## src/design/cpuPkg.sv

```systemverilog
// cpuPkg
// instruction field positions, flag positions and decode enums for the scalar core
`default_nettype none

package cpuPkg;

    localparam int InstrWidth   = 24;
    localparam int RegAddrWidth = 4;
    localparam int ImmWidth     = 12;
    localparam int FunctWidth   = 3;

    // field positions inside the instruction word
    localparam int OpcodeLsb = 21;
    localparam int VectorBit = 20;
    localparam int RdLsb     = 16;
    localparam int RsLsb     = 12;
    localparam int RtLsb     = 8;

    // bit positions in the NZCV flag vector
    localparam int FlagN = 3;
    localparam int FlagZ = 2;
    localparam int FlagC = 1;
    localparam int FlagV = 0;

    typedef enum logic [2:0] {
        OpAluReg   = 3'b000,   // register ALU operation
        OpAddImm   = 3'b001,
        OpLoad     = 3'b010,
        OpStore    = 3'b011,
        OpBranch   = 3'b100,
        OpBranchEq = 3'b101    // 110 and 111 reserved as no-ops
    } opcode_e;

    // matches the function field of register ALU operations
    typedef enum logic [2:0] {
        AluAdd   = 3'b000,
        AluSub   = 3'b001,
        AluAnd   = 3'b010,
        AluOr    = 3'b011,
        AluXor   = 3'b100,
        AluSlt   = 3'b101,     // signed set-less-than
        AluPassB = 3'b110
    } aluOp_e;

    typedef enum logic [1:0] {
        ImmNone     = 2'b00,
        ImmSigned12 = 2'b01
    } immSrc_e;

endpackage

`default_nettype wire

```

## src/design/controlUnit.sv

```systemverilog
// controlUnit
// instruction decoder and NZCV flag register for the single-cycle datapath
`timescale 1ns/1ps
`default_nettype none

module controlUnit
    import cpuPkg::*;
(
    input  logic                  clk,
    input  logic                  reset,
    input  opcode_e               opcode,
    input  logic                  vector,
    input  logic [FunctWidth-1:0] funct,
    input  logic [3:0]            aluFlags,
    output logic                  pcSrc,
    output logic                  memToReg,
    output logic                  memWrite,
    output logic                  aluSrc,
    output logic                  regWrite,
    output aluOp_e                aluControl,
    output immSrc_e               immSrc
);

    logic       regWriteDec;
    logic       memWriteDec;
    logic       flagWrite;
    logic       branch;
    logic       branchEq;
    logic [3:0] storedFlags;   // NZCV kept between instructions

    always_comb begin
        regWriteDec = 1'b0;
        memWriteDec = 1'b0;
        flagWrite   = 1'b0;
        branch      = 1'b0;
        branchEq    = 1'b0;
        aluSrc      = 1'b0;
        memToReg    = 1'b0;
        aluControl  = AluAdd;   // address and target math is an add
        immSrc      = ImmNone;

        // vector instructions are not implemented and fall through as no-ops
        if (!vector) begin
            case (opcode)
                OpAluReg: begin
                    regWriteDec = 1'b1;
                    flagWrite   = 1'b1;
                    aluControl  = aluOp_e'(funct);   // funct 111 yields zero
                end
                OpAddImm: begin
                    regWriteDec = 1'b1;
                    flagWrite   = 1'b1;
                    aluSrc      = 1'b1;
                    immSrc      = ImmSigned12;
                end
                OpLoad: begin
                    regWriteDec = 1'b1;
                    aluSrc      = 1'b1;
                    immSrc      = ImmSigned12;
                    memToReg    = 1'b1;        // result from data memory
                end
                OpStore: begin
                    memWriteDec = 1'b1;
                    aluSrc      = 1'b1;
                    immSrc      = ImmSigned12;
                end
                OpBranch: begin
                    branch = 1'b1;
                    aluSrc = 1'b1;
                    immSrc = ImmSigned12;      // target is Rs plus offset
                end
                OpBranchEq: begin
                    branchEq = 1'b1;
                    aluSrc   = 1'b1;
                    immSrc   = ImmSigned12;
                end
                default: begin
                end
            endcase
        end
    end

    always_ff @(posedge clk) begin
        if (reset) begin
            storedFlags <= '0;
        end else if (flagWrite) begin
            storedFlags <= aluFlags;
        end
    end

    // equal test uses Z from an earlier instruction
    assign pcSrc = branch | (branchEq & storedFlags[FlagZ]);

    // no state changes outside the core while reset is high
    assign regWrite = regWriteDec & ~reset;
    assign memWrite = memWriteDec & ~reset;

endmodule

`default_nettype wire

```

## src/design/immExtend.sv

```systemverilog
// immExtend
// widens the 12-bit immediate field to the datapath width
`timescale 1ns/1ps
`default_nettype none

module immExtend
    import cpuPkg::*;
#(
    parameter int N = 24
) (
    input  logic [ImmWidth-1:0] immField,
    input  immSrc_e             immSrc,
    output logic [N-1:0]        extImm
);

    always_comb begin
        case (immSrc)
            ImmSigned12: extImm = {{(N-ImmWidth){immField[ImmWidth-1]}}, immField};
            default:     extImm = '0;   // ImmNone
        endcase
    end

endmodule

`default_nettype wire

```

## src/design/processor.sv

```systemverilog
// processor
// single-cycle scalar core top that splits the instruction fields and wires the datapath
`timescale 1ns/1ps
`default_nettype none

module processor
    import cpuPkg::*;
#(
    parameter int N = 24
) (
    input  logic                  clk,
    input  logic                  reset,
    input  logic [InstrWidth-1:0] instruction,      // from instruction memory
    input  logic [N-1:0]          readScalarData,   // load data in the same cycle
    output logic [N-1:0]          pcAddress,
    output logic [N-1:0]          aluScalarResult,  // data memory address
    output logic [N-1:0]          writeScalarData,
    output logic                  memWrite
);

    opcode_e                 opcode;
    logic                    vector;
    logic [RegAddrWidth-1:0] rd;
    logic [RegAddrWidth-1:0] rs;
    logic [RegAddrWidth-1:0] rt;
    logic [FunctWidth-1:0]   funct;
    logic [ImmWidth-1:0]     immField;

    logic         pcSrc;
    logic         memToReg;
    logic         aluSrc;
    logic         regWrite;
    aluOp_e       aluControl;
    immSrc_e      immSrc;

    logic [N-1:0] pcPlusTwo;
    logic [N-1:0] srcA;
    logic [N-1:0] srcB;
    logic [N-1:0] rtData;
    logic [N-1:0] extImm;
    logic [N-1:0] aluResult;
    logic [3:0]   aluFlags;
    logic [N-1:0] result;

    // instruction fields
    assign opcode   = opcode_e'(instruction[OpcodeLsb +: 3]);
    assign vector   = instruction[VectorBit];
    assign rd       = instruction[RdLsb +: RegAddrWidth];
    assign rs       = instruction[RsLsb +: RegAddrWidth];
    assign rt       = instruction[RtLsb +: RegAddrWidth];
    assign funct    = instruction[FunctWidth-1:0];
    assign immField = instruction[ImmWidth-1:0];

    programCounter #(.N(N)) u_programCounter (
        .clk          (clk),
        .reset        (reset),
        .pcSrc        (pcSrc),
        .branchTarget (result),
        .pcAddress    (pcAddress),
        .pcPlusTwo    (pcPlusTwo)
    );

    controlUnit u_controlUnit (
        .clk        (clk),
        .reset      (reset),
        .opcode     (opcode),
        .vector     (vector),
        .funct      (funct),
        .aluFlags   (aluFlags),
        .pcSrc      (pcSrc),
        .memToReg   (memToReg),
        .memWrite   (memWrite),
        .aluSrc     (aluSrc),
        .regWrite   (regWrite),
        .aluControl (aluControl),
        .immSrc     (immSrc)
    );

    registerFile #(.N(N)) u_registerFile (
        .clk         (clk),
        .reset       (reset),
        .readAddrA   (rs),
        .readAddrB   (rt),
        .writeAddr   (rd),
        .writeEnable (regWrite),
        .writeData   (result),
        .pcPlusTwo   (pcPlusTwo),
        .readDataA   (srcA),
        .readDataB   (rtData)
    );

    immExtend #(.N(N)) u_immExtend (
        .immField (immField),
        .immSrc   (immSrc),
        .extImm   (extImm)
    );

    assign srcB = aluSrc ? extImm : rtData;   // immediate forms use extImm

    scalarAlu #(.N(N)) u_scalarAlu (
        .srcA       (srcA),
        .srcB       (srcB),
        .aluControl (aluControl),
        .result     (aluResult),
        .flags      (aluFlags)
    );

    assign result          = memToReg ? readScalarData : aluResult;
    assign aluScalarResult = aluResult;
    assign writeScalarData = rtData;   // store data is register Rt

endmodule

`default_nettype wire

```

## src/design/programCounter.sv

```systemverilog
// programCounter
// word-address program counter that loads the increment or branch target each edge
`timescale 1ns/1ps
`default_nettype none

module programCounter #(
    parameter int N = 24
) (
    input  logic         clk,
    input  logic         reset,
    input  logic         pcSrc,
    input  logic [N-1:0] branchTarget,
    output logic [N-1:0] pcAddress,
    output logic [N-1:0] pcPlusTwo
);

    logic [N-1:0] pcPlusOne;
    logic [N-1:0] nextPc;

    assign pcPlusOne = pcAddress + N'(1);   // one word per instruction
    assign pcPlusTwo = pcAddress + N'(2);   // value seen through register 15

    assign nextPc = pcSrc ? branchTarget : pcPlusOne;

    always_ff @(posedge clk) begin
        if (reset) begin
            pcAddress <= '0;
        end else begin
            pcAddress <= nextPc;
        end
    end

endmodule

`default_nettype wire

```

## src/design/registerFile.sv

```systemverilog
// registerFile
// fifteen general registers plus register 15 which reads as PC plus 2
`timescale 1ns/1ps
`default_nettype none

module registerFile
    import cpuPkg::*;
#(
    parameter int N = 24
) (
    input  logic                    clk,
    input  logic                    reset,
    input  logic [RegAddrWidth-1:0] readAddrA,
    input  logic [RegAddrWidth-1:0] readAddrB,
    input  logic [RegAddrWidth-1:0] writeAddr,
    input  logic                    writeEnable,
    input  logic [N-1:0]            writeData,
    input  logic [N-1:0]            pcPlusTwo,
    output logic [N-1:0]            readDataA,
    output logic [N-1:0]            readDataB
);

    localparam int PcReg = (1 << RegAddrWidth) - 1;   // register 15

    logic [N-1:0] regs [PcReg];   // no storage behind register 15

    always_ff @(posedge clk) begin
        if (reset) begin
            for (int i = 0; i < PcReg; i++) begin
                regs[i] <= '0;
            end
        end else if (writeEnable && (writeAddr != RegAddrWidth'(PcReg))) begin
            regs[writeAddr] <= writeData;   // writes to 15 are dropped
        end
    end

    always_comb begin
        if (readAddrA == RegAddrWidth'(PcReg)) begin
            readDataA = pcPlusTwo;
        end else begin
            readDataA = regs[readAddrA];
        end

        if (readAddrB == RegAddrWidth'(PcReg)) begin
            readDataB = pcPlusTwo;
        end else begin
            readDataB = regs[readAddrB];
        end
    end

endmodule

`default_nettype wire

```

## src/design/scalarAlu.sv

```systemverilog
// scalarAlu
// N-bit integer ALU with NZCV flag outputs
`timescale 1ns/1ps
`default_nettype none

module scalarAlu
    import cpuPkg::*;
#(
    parameter int N = 24
) (
    input  logic [N-1:0] srcA,
    input  logic [N-1:0] srcB,
    input  aluOp_e       aluControl,
    output logic [N-1:0] result,
    output logic [3:0]   flags
);

    logic [N:0] sum;    // carry in the top bit
    logic [N:0] diff;   // top bit set means no borrow
    logic       carry;
    logic       overflow;

    assign sum  = {1'b0, srcA} + {1'b0, srcB};
    assign diff = {1'b0, srcA} + {1'b0, ~srcB} + (N+1)'(1);

    always_comb begin
        carry    = 1'b0;
        overflow = 1'b0;
        case (aluControl)
            AluAdd: begin
                result   = sum[N-1:0];
                carry    = sum[N];
                overflow = (srcA[N-1] == srcB[N-1]) && (sum[N-1] != srcA[N-1]);
            end
            AluSub: begin
                result   = diff[N-1:0];
                carry    = diff[N];
                overflow = (srcA[N-1] != srcB[N-1]) && (diff[N-1] != srcA[N-1]);
            end
            AluAnd:   result = srcA & srcB;
            AluOr:    result = srcA | srcB;
            AluXor:   result = srcA ^ srcB;
            AluSlt:   result = N'($signed(srcA) < $signed(srcB));
            AluPassB: result = srcB;
            default:  result = '0;   // unused function code
        endcase
    end

    always_comb begin
        flags        = '0;
        flags[FlagN] = result[N-1];
        flags[FlagZ] = (result == '0);
        flags[FlagC] = carry;
        flags[FlagV] = overflow;
    end

endmodule

`default_nettype wire

```

## config.mk

```make
export PLATFORM = sky130hd
export DESIGN_NAME = processor
export DESIGN_NICKNAME = d
export VERILOG_FILES = /design/src/design/cpuPkg.sv /design/src/design/controlUnit.sv /design/src/design/immExtend.sv /design/src/design/processor.sv /design/src/design/programCounter.sv /design/src/design/registerFile.sv /design/src/design/scalarAlu.sv
export SDC_FILE = /design/constraint.sdc
export NUM_CORES = 1
export LEC_CHECK = 0
export ABC_CLOCK_PERIOD_IN_PS = 7600
export BUFFER_PORTS_ARGS = -buffer_cell sky130_fd_sc_hd__buf_4
export CORE_MARGIN = 5
export CORE_UTILIZATION = 60
export DETAILED_ROUTE_END_ITERATION = 12
export GPL_TIMING_DRIVEN = 0
export PLACE_DENSITY_LB_ADDON = 0.12
export SETUP_SLACK_MARGIN = 0.3
export SYNTH_ARGS = -nofsm -noshare
export SYNTH_HDL_FRONTEND = slang
export SYNTH_HIERARCHICAL = 1
export SYNTH_SLANG_ARGS = --single-unit
```

## constraint.sdc

```tcl
create_clock -name clk -period 7.6 [get_ports clk]
set_input_delay 1.14 -clock clk [delete_from_list [all_inputs] [get_ports clk]]
set_output_delay 1.14 -clock clk [all_outputs]
set_load 0.1 [all_outputs]
```

==> flow_summary_export.csv, run 1 <==
group,metric,value,unit
clock_network,cts_max_level,2,
hold_path,worstHoldPathCells,2,
power_and_ir_drop,power_density,222,nW/um^2
grt,antenna_found_initial,1,
logic_synthesis,yosysWarnings,6,
placement,place_congestion,1.02,
route,drc,0,
sta,drv_slew,0,
sta,worst_slew_pin_slew,1.24,ns
layout,multi_input_area,14900,um^2
clock_network,cts.path.max_buffers,3,
sta,final.setup.worst_slack,0.132,ns
setup_path,path_common_cell,"buf_4",
placement,postPlaceCellArea,29100,um^2
setup_path,max_stage_delay,0.54,ns
layout,drive_above_1_share,24.1,%
setup_path,path_max_fanout,10,
sta,finalCritPeriodShare,98.3,%
route,first_pass_iters,6,
logic_synthesis,syn_area_per_cell,11.3,um^2
status,outcome,"complete, no violations",
hold_path,min_from,"u_controlUnit/storedFlags[2]$_SDFFE_PP0P_",
sta,clock_skew,0.0257,ns
sta,max_freq,134,MHz
sta,grt_setup_unrepaired,"true",
grt,grtUsageMet1,47.8,%
layout,design_area,30900,um^2
setup_path,r2r_setup_slack,0.94,ns
hold_path,min-delay-path-class,"reg2reg",
placement,io_buffers,119,
sta,setup_viol,0,
power_and_ir_drop,finalPower,6.85,mW
setup_path,reg2reg_depth,22,
placement,dp_slack,-1.17,ns
floorplanning,dieArea,49700,um^2
sta,fin_crit,7.47,ns
power_and_ir_drop,power_leakage,12.0,nW
setup_path,crit_chain,"buf_4, buf_4, buf_2, buf_4, mux2i_1, o22ai_1, a31oi_1, o22ai_1, inv_1, ha_1, clkbuf_1, nor2_4, nand3_2, a211oi_4, a211oi_2, nor4b_2, nor3_2, nor4_1, or4_1, o41a_1, buf_4, buf_4",
setup_path,critical_path.top_delay_family,"buffers and inverters",
logic_synthesis,netlist_area,27200,um^2
sta,relSlewSlack,17.0,%
hold_path,min_to,"u_controlUnit/storedFlags[2]$_SDFFE_PP0P_",
grt,grt_use_met3,9.24,%
floorplanning,die_x,223,um
grt,grt_pass1_wl,139000,um
grt,grt_max_degree,25,
route,drt.antenna.violating_nets,0,
floorplanning,start_util,60.4,%
sta,whs,0.538,ns
grt,grt_usage,36.7,%
setup_path,cp-end-kind,"primary output",
layout,antenna_cells,0,
layout,num-fill-cells,3279,
clock_network,worstSkewPairLatency,0.55,ns
sta,hold_viol,0,
floorplanning,design.core.area,45100,um^2
setup_path,worstPathRequired,6.46,ns
setup_path,critPathBufInv,8,
clock_network,cts_tree,"done",
grt,grt.met2_usage,60.0,%
setup_path,rr_startpoint,"u_programCounter/pcAddress[13]$_SDFF_PP0_",
setup_path,critPathSlowestCell,"or4_1",
grt,grt_pass1_vias,21700,
clock_network,cts_root_buf,"clkbuf_16",
setup_path,worstPathArrival,6.33,ns
clock_network,cts_buffers,40,
route,drtIter0Drc,3036,
logic_synthesis,syn_inst,2412,
layout,area_delta_synth_final,13.6,%
layout,seqCellArea,11300,um^2
setup_path,critical_path.startpoint_type,"primary input",
floorplanning,io_pins,123,
grt,busiest_layer,"met2",
placement,place_hpwl,73100,um
grt,overflow,0,
clock_network,cts_sinks,385,
setup_path,reg2reg_to,"u_controlUnit/storedFlags[2]$_SDFFE_PP0P_",
route,num_vias,22200,
logic_synthesis,syn_nets,2547,
flow_run,cap_violations,0,
clock_network,cts.clk_slew.worst_paths,0.07,ns
route,vias_per_cell,6.90,
route,wirelength,94900,um
clock_network,cts.hold.buffers_added,0,
setup_path,crit_type,"in2out",
power_and_ir_drop,ir_worst_vdd,0.000204,V
floorplanning,die_h,223,um
route,wire_per_inst,29.5,um
layout,final_nets,2719,
floorplanning,rows,78,
area by class of cell:
| class | instances | share of cell area, % |
|---|---|---|
| Inverter | 80 | 0.971 |
| Clock inverter | 25 | 1.03 |
| Timing Repair Buffer | 130 | 3.25 |
| Clock buffer | 46 | 3.38 |
| Buffer | 224 | 4.27 |
| Tap cell | 600 | 2.43 |
| Sequential cell | 385 | 36.6 |
| Multi-Input combinational cell | 1723 | 48.1 |
registers in the layout, indices dropped and copies added (netlist names):
register                    cells
u_controlUnit/storedFlags       1
u_registerFile/regs           360
u_programCounter/pcAddress     24
layer usage:
| layer | vias to the layer above | share of wire, % |
|---|---|---|
| met5 | - | 0 |
| met4 | 0 | 4.6 |
| met3 | 321 | 11 |
| met2 | 1577 | 46 |
| met1 | 10900 | 38 |
| li1 | 9386 | - |
cell usage in the layout, fill, tap and decap left out, types with 41 or more instances in the layout:
cell type    n
buf_4      159
ha_1        82
mux2i_1    135
and2_1     359
nand2_1     74
o21ai_0     67
mux4_2      68
mux2_4      41
clkbuf_16   41
buf_2       48
clkbuf_1    94
a21oi_1     55
edfxtp_1   360
inv_1       78
o22ai_1     51
nor2_1      94
metrics by stage:
| stage | std cells | setup TNS, ns | utilization, % |
|---|---|---|---|
| 5_1_grt | 3213 | 0 | 68.6 |
| 6_report | 3213 | 0 | 68.6 |
| 3_5_place_dp | 3131 | -26.07 | 64.6 |
| 2_1_floorplan | 2412 | 0 | - |
| 3_3_place_gp | 3131 | -19.22 | 64.6 |
| 4_1_cts | 3209 | 0 | 68.3 |
worst min-delay path, delay by kind of cell, from the launching register on:
family | cells | cell delay (ns)
DFF | 1 | 0.31
AOI/OAI and AO/OA | 2 | 0.17
how the worst max path moves through the flow:
| stage | from | slack (ns) | end | depth (start not counted) |
|---|---|---|---|---|
| 2_1_floorplan | u_programCounter/pcAddress[8]$_SDFF_PP0_ | 0.20 | aluScalarResult[0] | 16 |
| 3_3_place_gp | instruction[22] | -1.11 | aluScalarResult[23] | 21 |
| 3_5_place_dp | instruction[22] | -1.17 | aluScalarResult[23] | 21 |
| 4_1_cts | instruction[8] | 0.28 | aluScalarResult[23] | 22 |
| 5_1_grt | instruction[8] | 0.10 | aluScalarResult[23] | 21 |
| 6_report | instruction[13] | 0.13 | aluScalarResult[23] | 22 |
where the power goes:
part	switching, mW	internal (mW)
Combinational	1.66	0.688
Sequential	0.0568	2.39
Clock	0.826	1.23
Total	2.54	4.31
timing repair:
action,4_1_cts,5_1_grt
buffers inserted,7,4
endpoints found under the setup margin,39,8
pin swaps,4,7
resized for setup,57,32
(Power assumes the default switching activity.)
==> run 2, diff against run 1 <==
--- a/config.mk
+++ b/config.mk
@@ -5,7 +5,7 @@
 export SDC_FILE = /design/constraint.sdc
 export NUM_CORES = 1
 export LEC_CHECK = 0
-export ABC_CLOCK_PERIOD_IN_PS = 7600
+export ABC_CLOCK_PERIOD_IN_PS = 7000
 export BUFFER_PORTS_ARGS = -buffer_cell sky130_fd_sc_hd__buf_4
 export CORE_MARGIN = 5
 export CORE_UTILIZATION = 60
==> constraint.sdc (replaced) <==
create_clock -name clk -period 7 [get_ports clk]
set_input_delay 1.05 -clock clk [delete_from_list [all_inputs] [get_ports clk]]
set_output_delay 1.05 -clock clk [all_outputs]
set_load 0.1 [all_outputs]
==> flow_summary_export.csv, run 2 (same netlist as run 1, synthesis figures left out) <==
group,metric,value,unit
floorplanning,die_h,223,um
route,wire_per_inst,29.6,um
sta,fin_crit,6.82,ns
route,wl_met3,10600,um
sta,max_freq,147,MHz
clock_network,cts.clk_slew.worst_paths,0.07,ns
setup_path,critical_path.startpoint_type,"primary input",
setup_path,crit_type,"in2out",
layout,final_nets,2763,
layout,final_common_cell,"edfxtp_1",
placement,io_buffers,119,
power_and_ir_drop,ir_worst_vdd,0.000224,V
status,violations,"max-capacitance violations",
power_and_ir_drop,pwr-share-clk,28.9,%
layout,finish.utilization,71.1,%
power_and_ir_drop,p_int,4.72,mW
clock_network,cts_tree,"done",
route,drt.antenna.violating_nets,0,
setup_path,worstPathRequired,5.95,ns
grt,antenna_found_initial,1,
setup_path,cp-end-kind,"primary output",
clock_network,cts.hold.buffers_added,0,
layout,drive_above_1_share,29.1,%
sta,finalCritPeriodShare,97.4,%
clock_network,cts_max_level,2,
power_and_ir_drop,finalPower,7.56,mW
hold_path,min-delay-path-class,"reg2reg",
route,top_layer_used,"met4",
floorplanning,die_x,223,um
sta,hold_viol,0,
route,dr_wl_met2,45500,um
clock_network,cts_root_buf,"clkbuf_16",
layout,final_cell_mix,"360 x edfxtp_1, 358 x and2_1, 197 x buf_4",
setup_path,critPathSlowestCell,"mux4_4",
power_and_ir_drop,p_comb_share,36.0,%
setup_path,max_stage_delay,0.63,ns
route,vias_per_cell,6.86,
grt,grt_pass1_vias,21700,
sta,grt_setup_unrepaired,"true",
route,wirelength,96400,um
sta,clock_skew,0.0262,ns
floorplanning,dieArea,49700,um^2
sta,whs,0.481,ns
sta,final.setup.worst_slack,0.180,ns
grt,overflow,0,
clock_network,worstSkewPairLatency,0.56,ns
grt,grt_usage,37.2,%
power_and_ir_drop,p_seq_share,35.2,%
power_and_ir_drop,switchingPower,2.85,mW
route,drtIter0Drc,3217,
floorplanning,design.core.area,45100,um^2
placement,place_congestion,1.02,
clock_network,cts_buffers,40,
setup_path,path_max_fanout,8,
clock_network,cts.path.max_buffers,3,
grt,grt_pass1_wl,140000,um
sta,worst_slew_pin_slew,1.49,ns
setup_path,path_common_cell,"buf_12",
layout,regMostFlops,"u_registerFile/regs",
status,outcome,"finished, violations left",
setup_path,crit_chain,"buf_4, buf_12, buf_12, buf_4, mux4_4, a22oi_2, o21ai_4, mux2_4, inv_2, ha_4, nor4_4, nand3_4, a211oi_4, a211oi_4, nor4b_2, nor3_2, nor4_1, or4_1, o41a_1, buf_6, buf_12",
power_and_ir_drop,power_leakage,12.4,nW
sta,setup_viol,0,
floorplanning,start_util,60.4,%
sta,drv_slew,0,
layout,top_regs,"u_registerFile/regs: 360 flops, u_programCounter/pcAddress: 24 flops, u_controlUnit/storedFlags: 1 flops",
layout,largest_register_ffs,360,
power_and_ir_drop,swShare,37.6,%
clock_network,cts_sinks,385,
setup_path,worstPathArrival,5.77,ns
route,wirelength_met1,36200,um
grt,grt_max_degree,25,
floorplanning,rows,78,
sta,relSlewSlack,0.499,%
flow_run,cap_violations,1,
placement,dp_slack,-1.53,ns
route,first_pass_iters,8,
route,drc,0,
placement,place_hpwl,73500,um
power_and_ir_drop,power_density,236,nW/um^2
floorplanning,io_pins,123,
route,num_vias,22400,
layout,area_delta_synth_final,17.7,%
[run 2: changes by cell type in the layout (fill, tap and decap cells not counted), sizes merged, moves of 2 or more]
cell and change:
bufbuf +2, clkinvlp +3, buf +42, clkbuf +3, diode +2, bufinv -2
[run 2: final cells by class]
class | instances | area [um^2]
multi-input cells | 1723 | 15400
repair buffers | 174 | 1440
clock buffers | 47 | 1050
plain buffers | 224 | 1470
well taps | 600 | 751
diodes | 2 | 5.00
clock inverters | 24 | 268
fillers | 3168 | 13000
inverters | 80 | 300
flip-flops and latches | 385 | 11300
[run 2: routing by layer]
metal,up-vias,GRT usage (%)
li1,9500,-
met1,11000,48.2
met2,1531,62.2
met3,290,8.41
met4,0,12.7
met5,-,0
[run 2: what timing repair did]
action / CTS / global route
gates cloned: 3 / 0
pin swaps: 25 / 21
endpoints found under the setup margin: 77 / 12
gates resized for setup: 175 / 62
buffers inserted: 29 / 21
[run 2: final timing paths]
| check | startpoint | endpoint | slack, ns | cells past startpoint |
|---|---|---|---|---|
| worst min-delay path | u_controlUnit/storedFlags[2]$_SDFFE_PP0P_ | u_controlUnit/storedFlags[2]$_SDFFE_PP0P_ | 0.48 | 2 |
| worst max register to register | u_programCounter/pcAddress[4]$_SDFF_PP0_ | u_controlUnit/storedFlags[2]$_SDFFE_PP0P_ | 0.87 | 23 |
| worst min register to register | u_controlUnit/storedFlags[2]$_SDFFE_PP0P_ | u_controlUnit/storedFlags[2]$_SDFFE_PP0P_ | 0.48 | 2 |
| worst max-delay path | instruction[8] | aluScalarResult[23] | 0.18 | 21 |
[run 2: critical path, delay by kind of cell]
family,cells,cell delay (ns)
adders and majority gates,1,0.23
buffers and inverters,7,0.92
muxes,2,0.94
and+or+nand+nor,6,1.56
AOI/OAI and AO/OA,5,1.04
[run 2: per-stage QoR]
stage | setup TNS (ns) | std cells | cell area (um^2)
after global placement | -52.22 | 3131 | 29300
after CTS | 0 | 3236 | 31600
after floorplan | 0 | 2412 | 27700
final | 0 | 3259 | 32000
after detailed placement | -50.03 | 3133 | 29300
after global routing | 0 | 3257 | 32000
[run 2: power groups by stage]
stage | clock network (mW) | logic (mW) | registers, mW
after detailed placement | 0 | 2.43 | 2.70
after global placement | 0 | 2.40 | 2.69
after CTS | 2.19 | 2.58 | 2.65
final | 2.18 | 2.72 | 2.66
after global routing | 2.29 | 2.81 | 2.66
after floorplan | 0 | 1.67 | 2.73
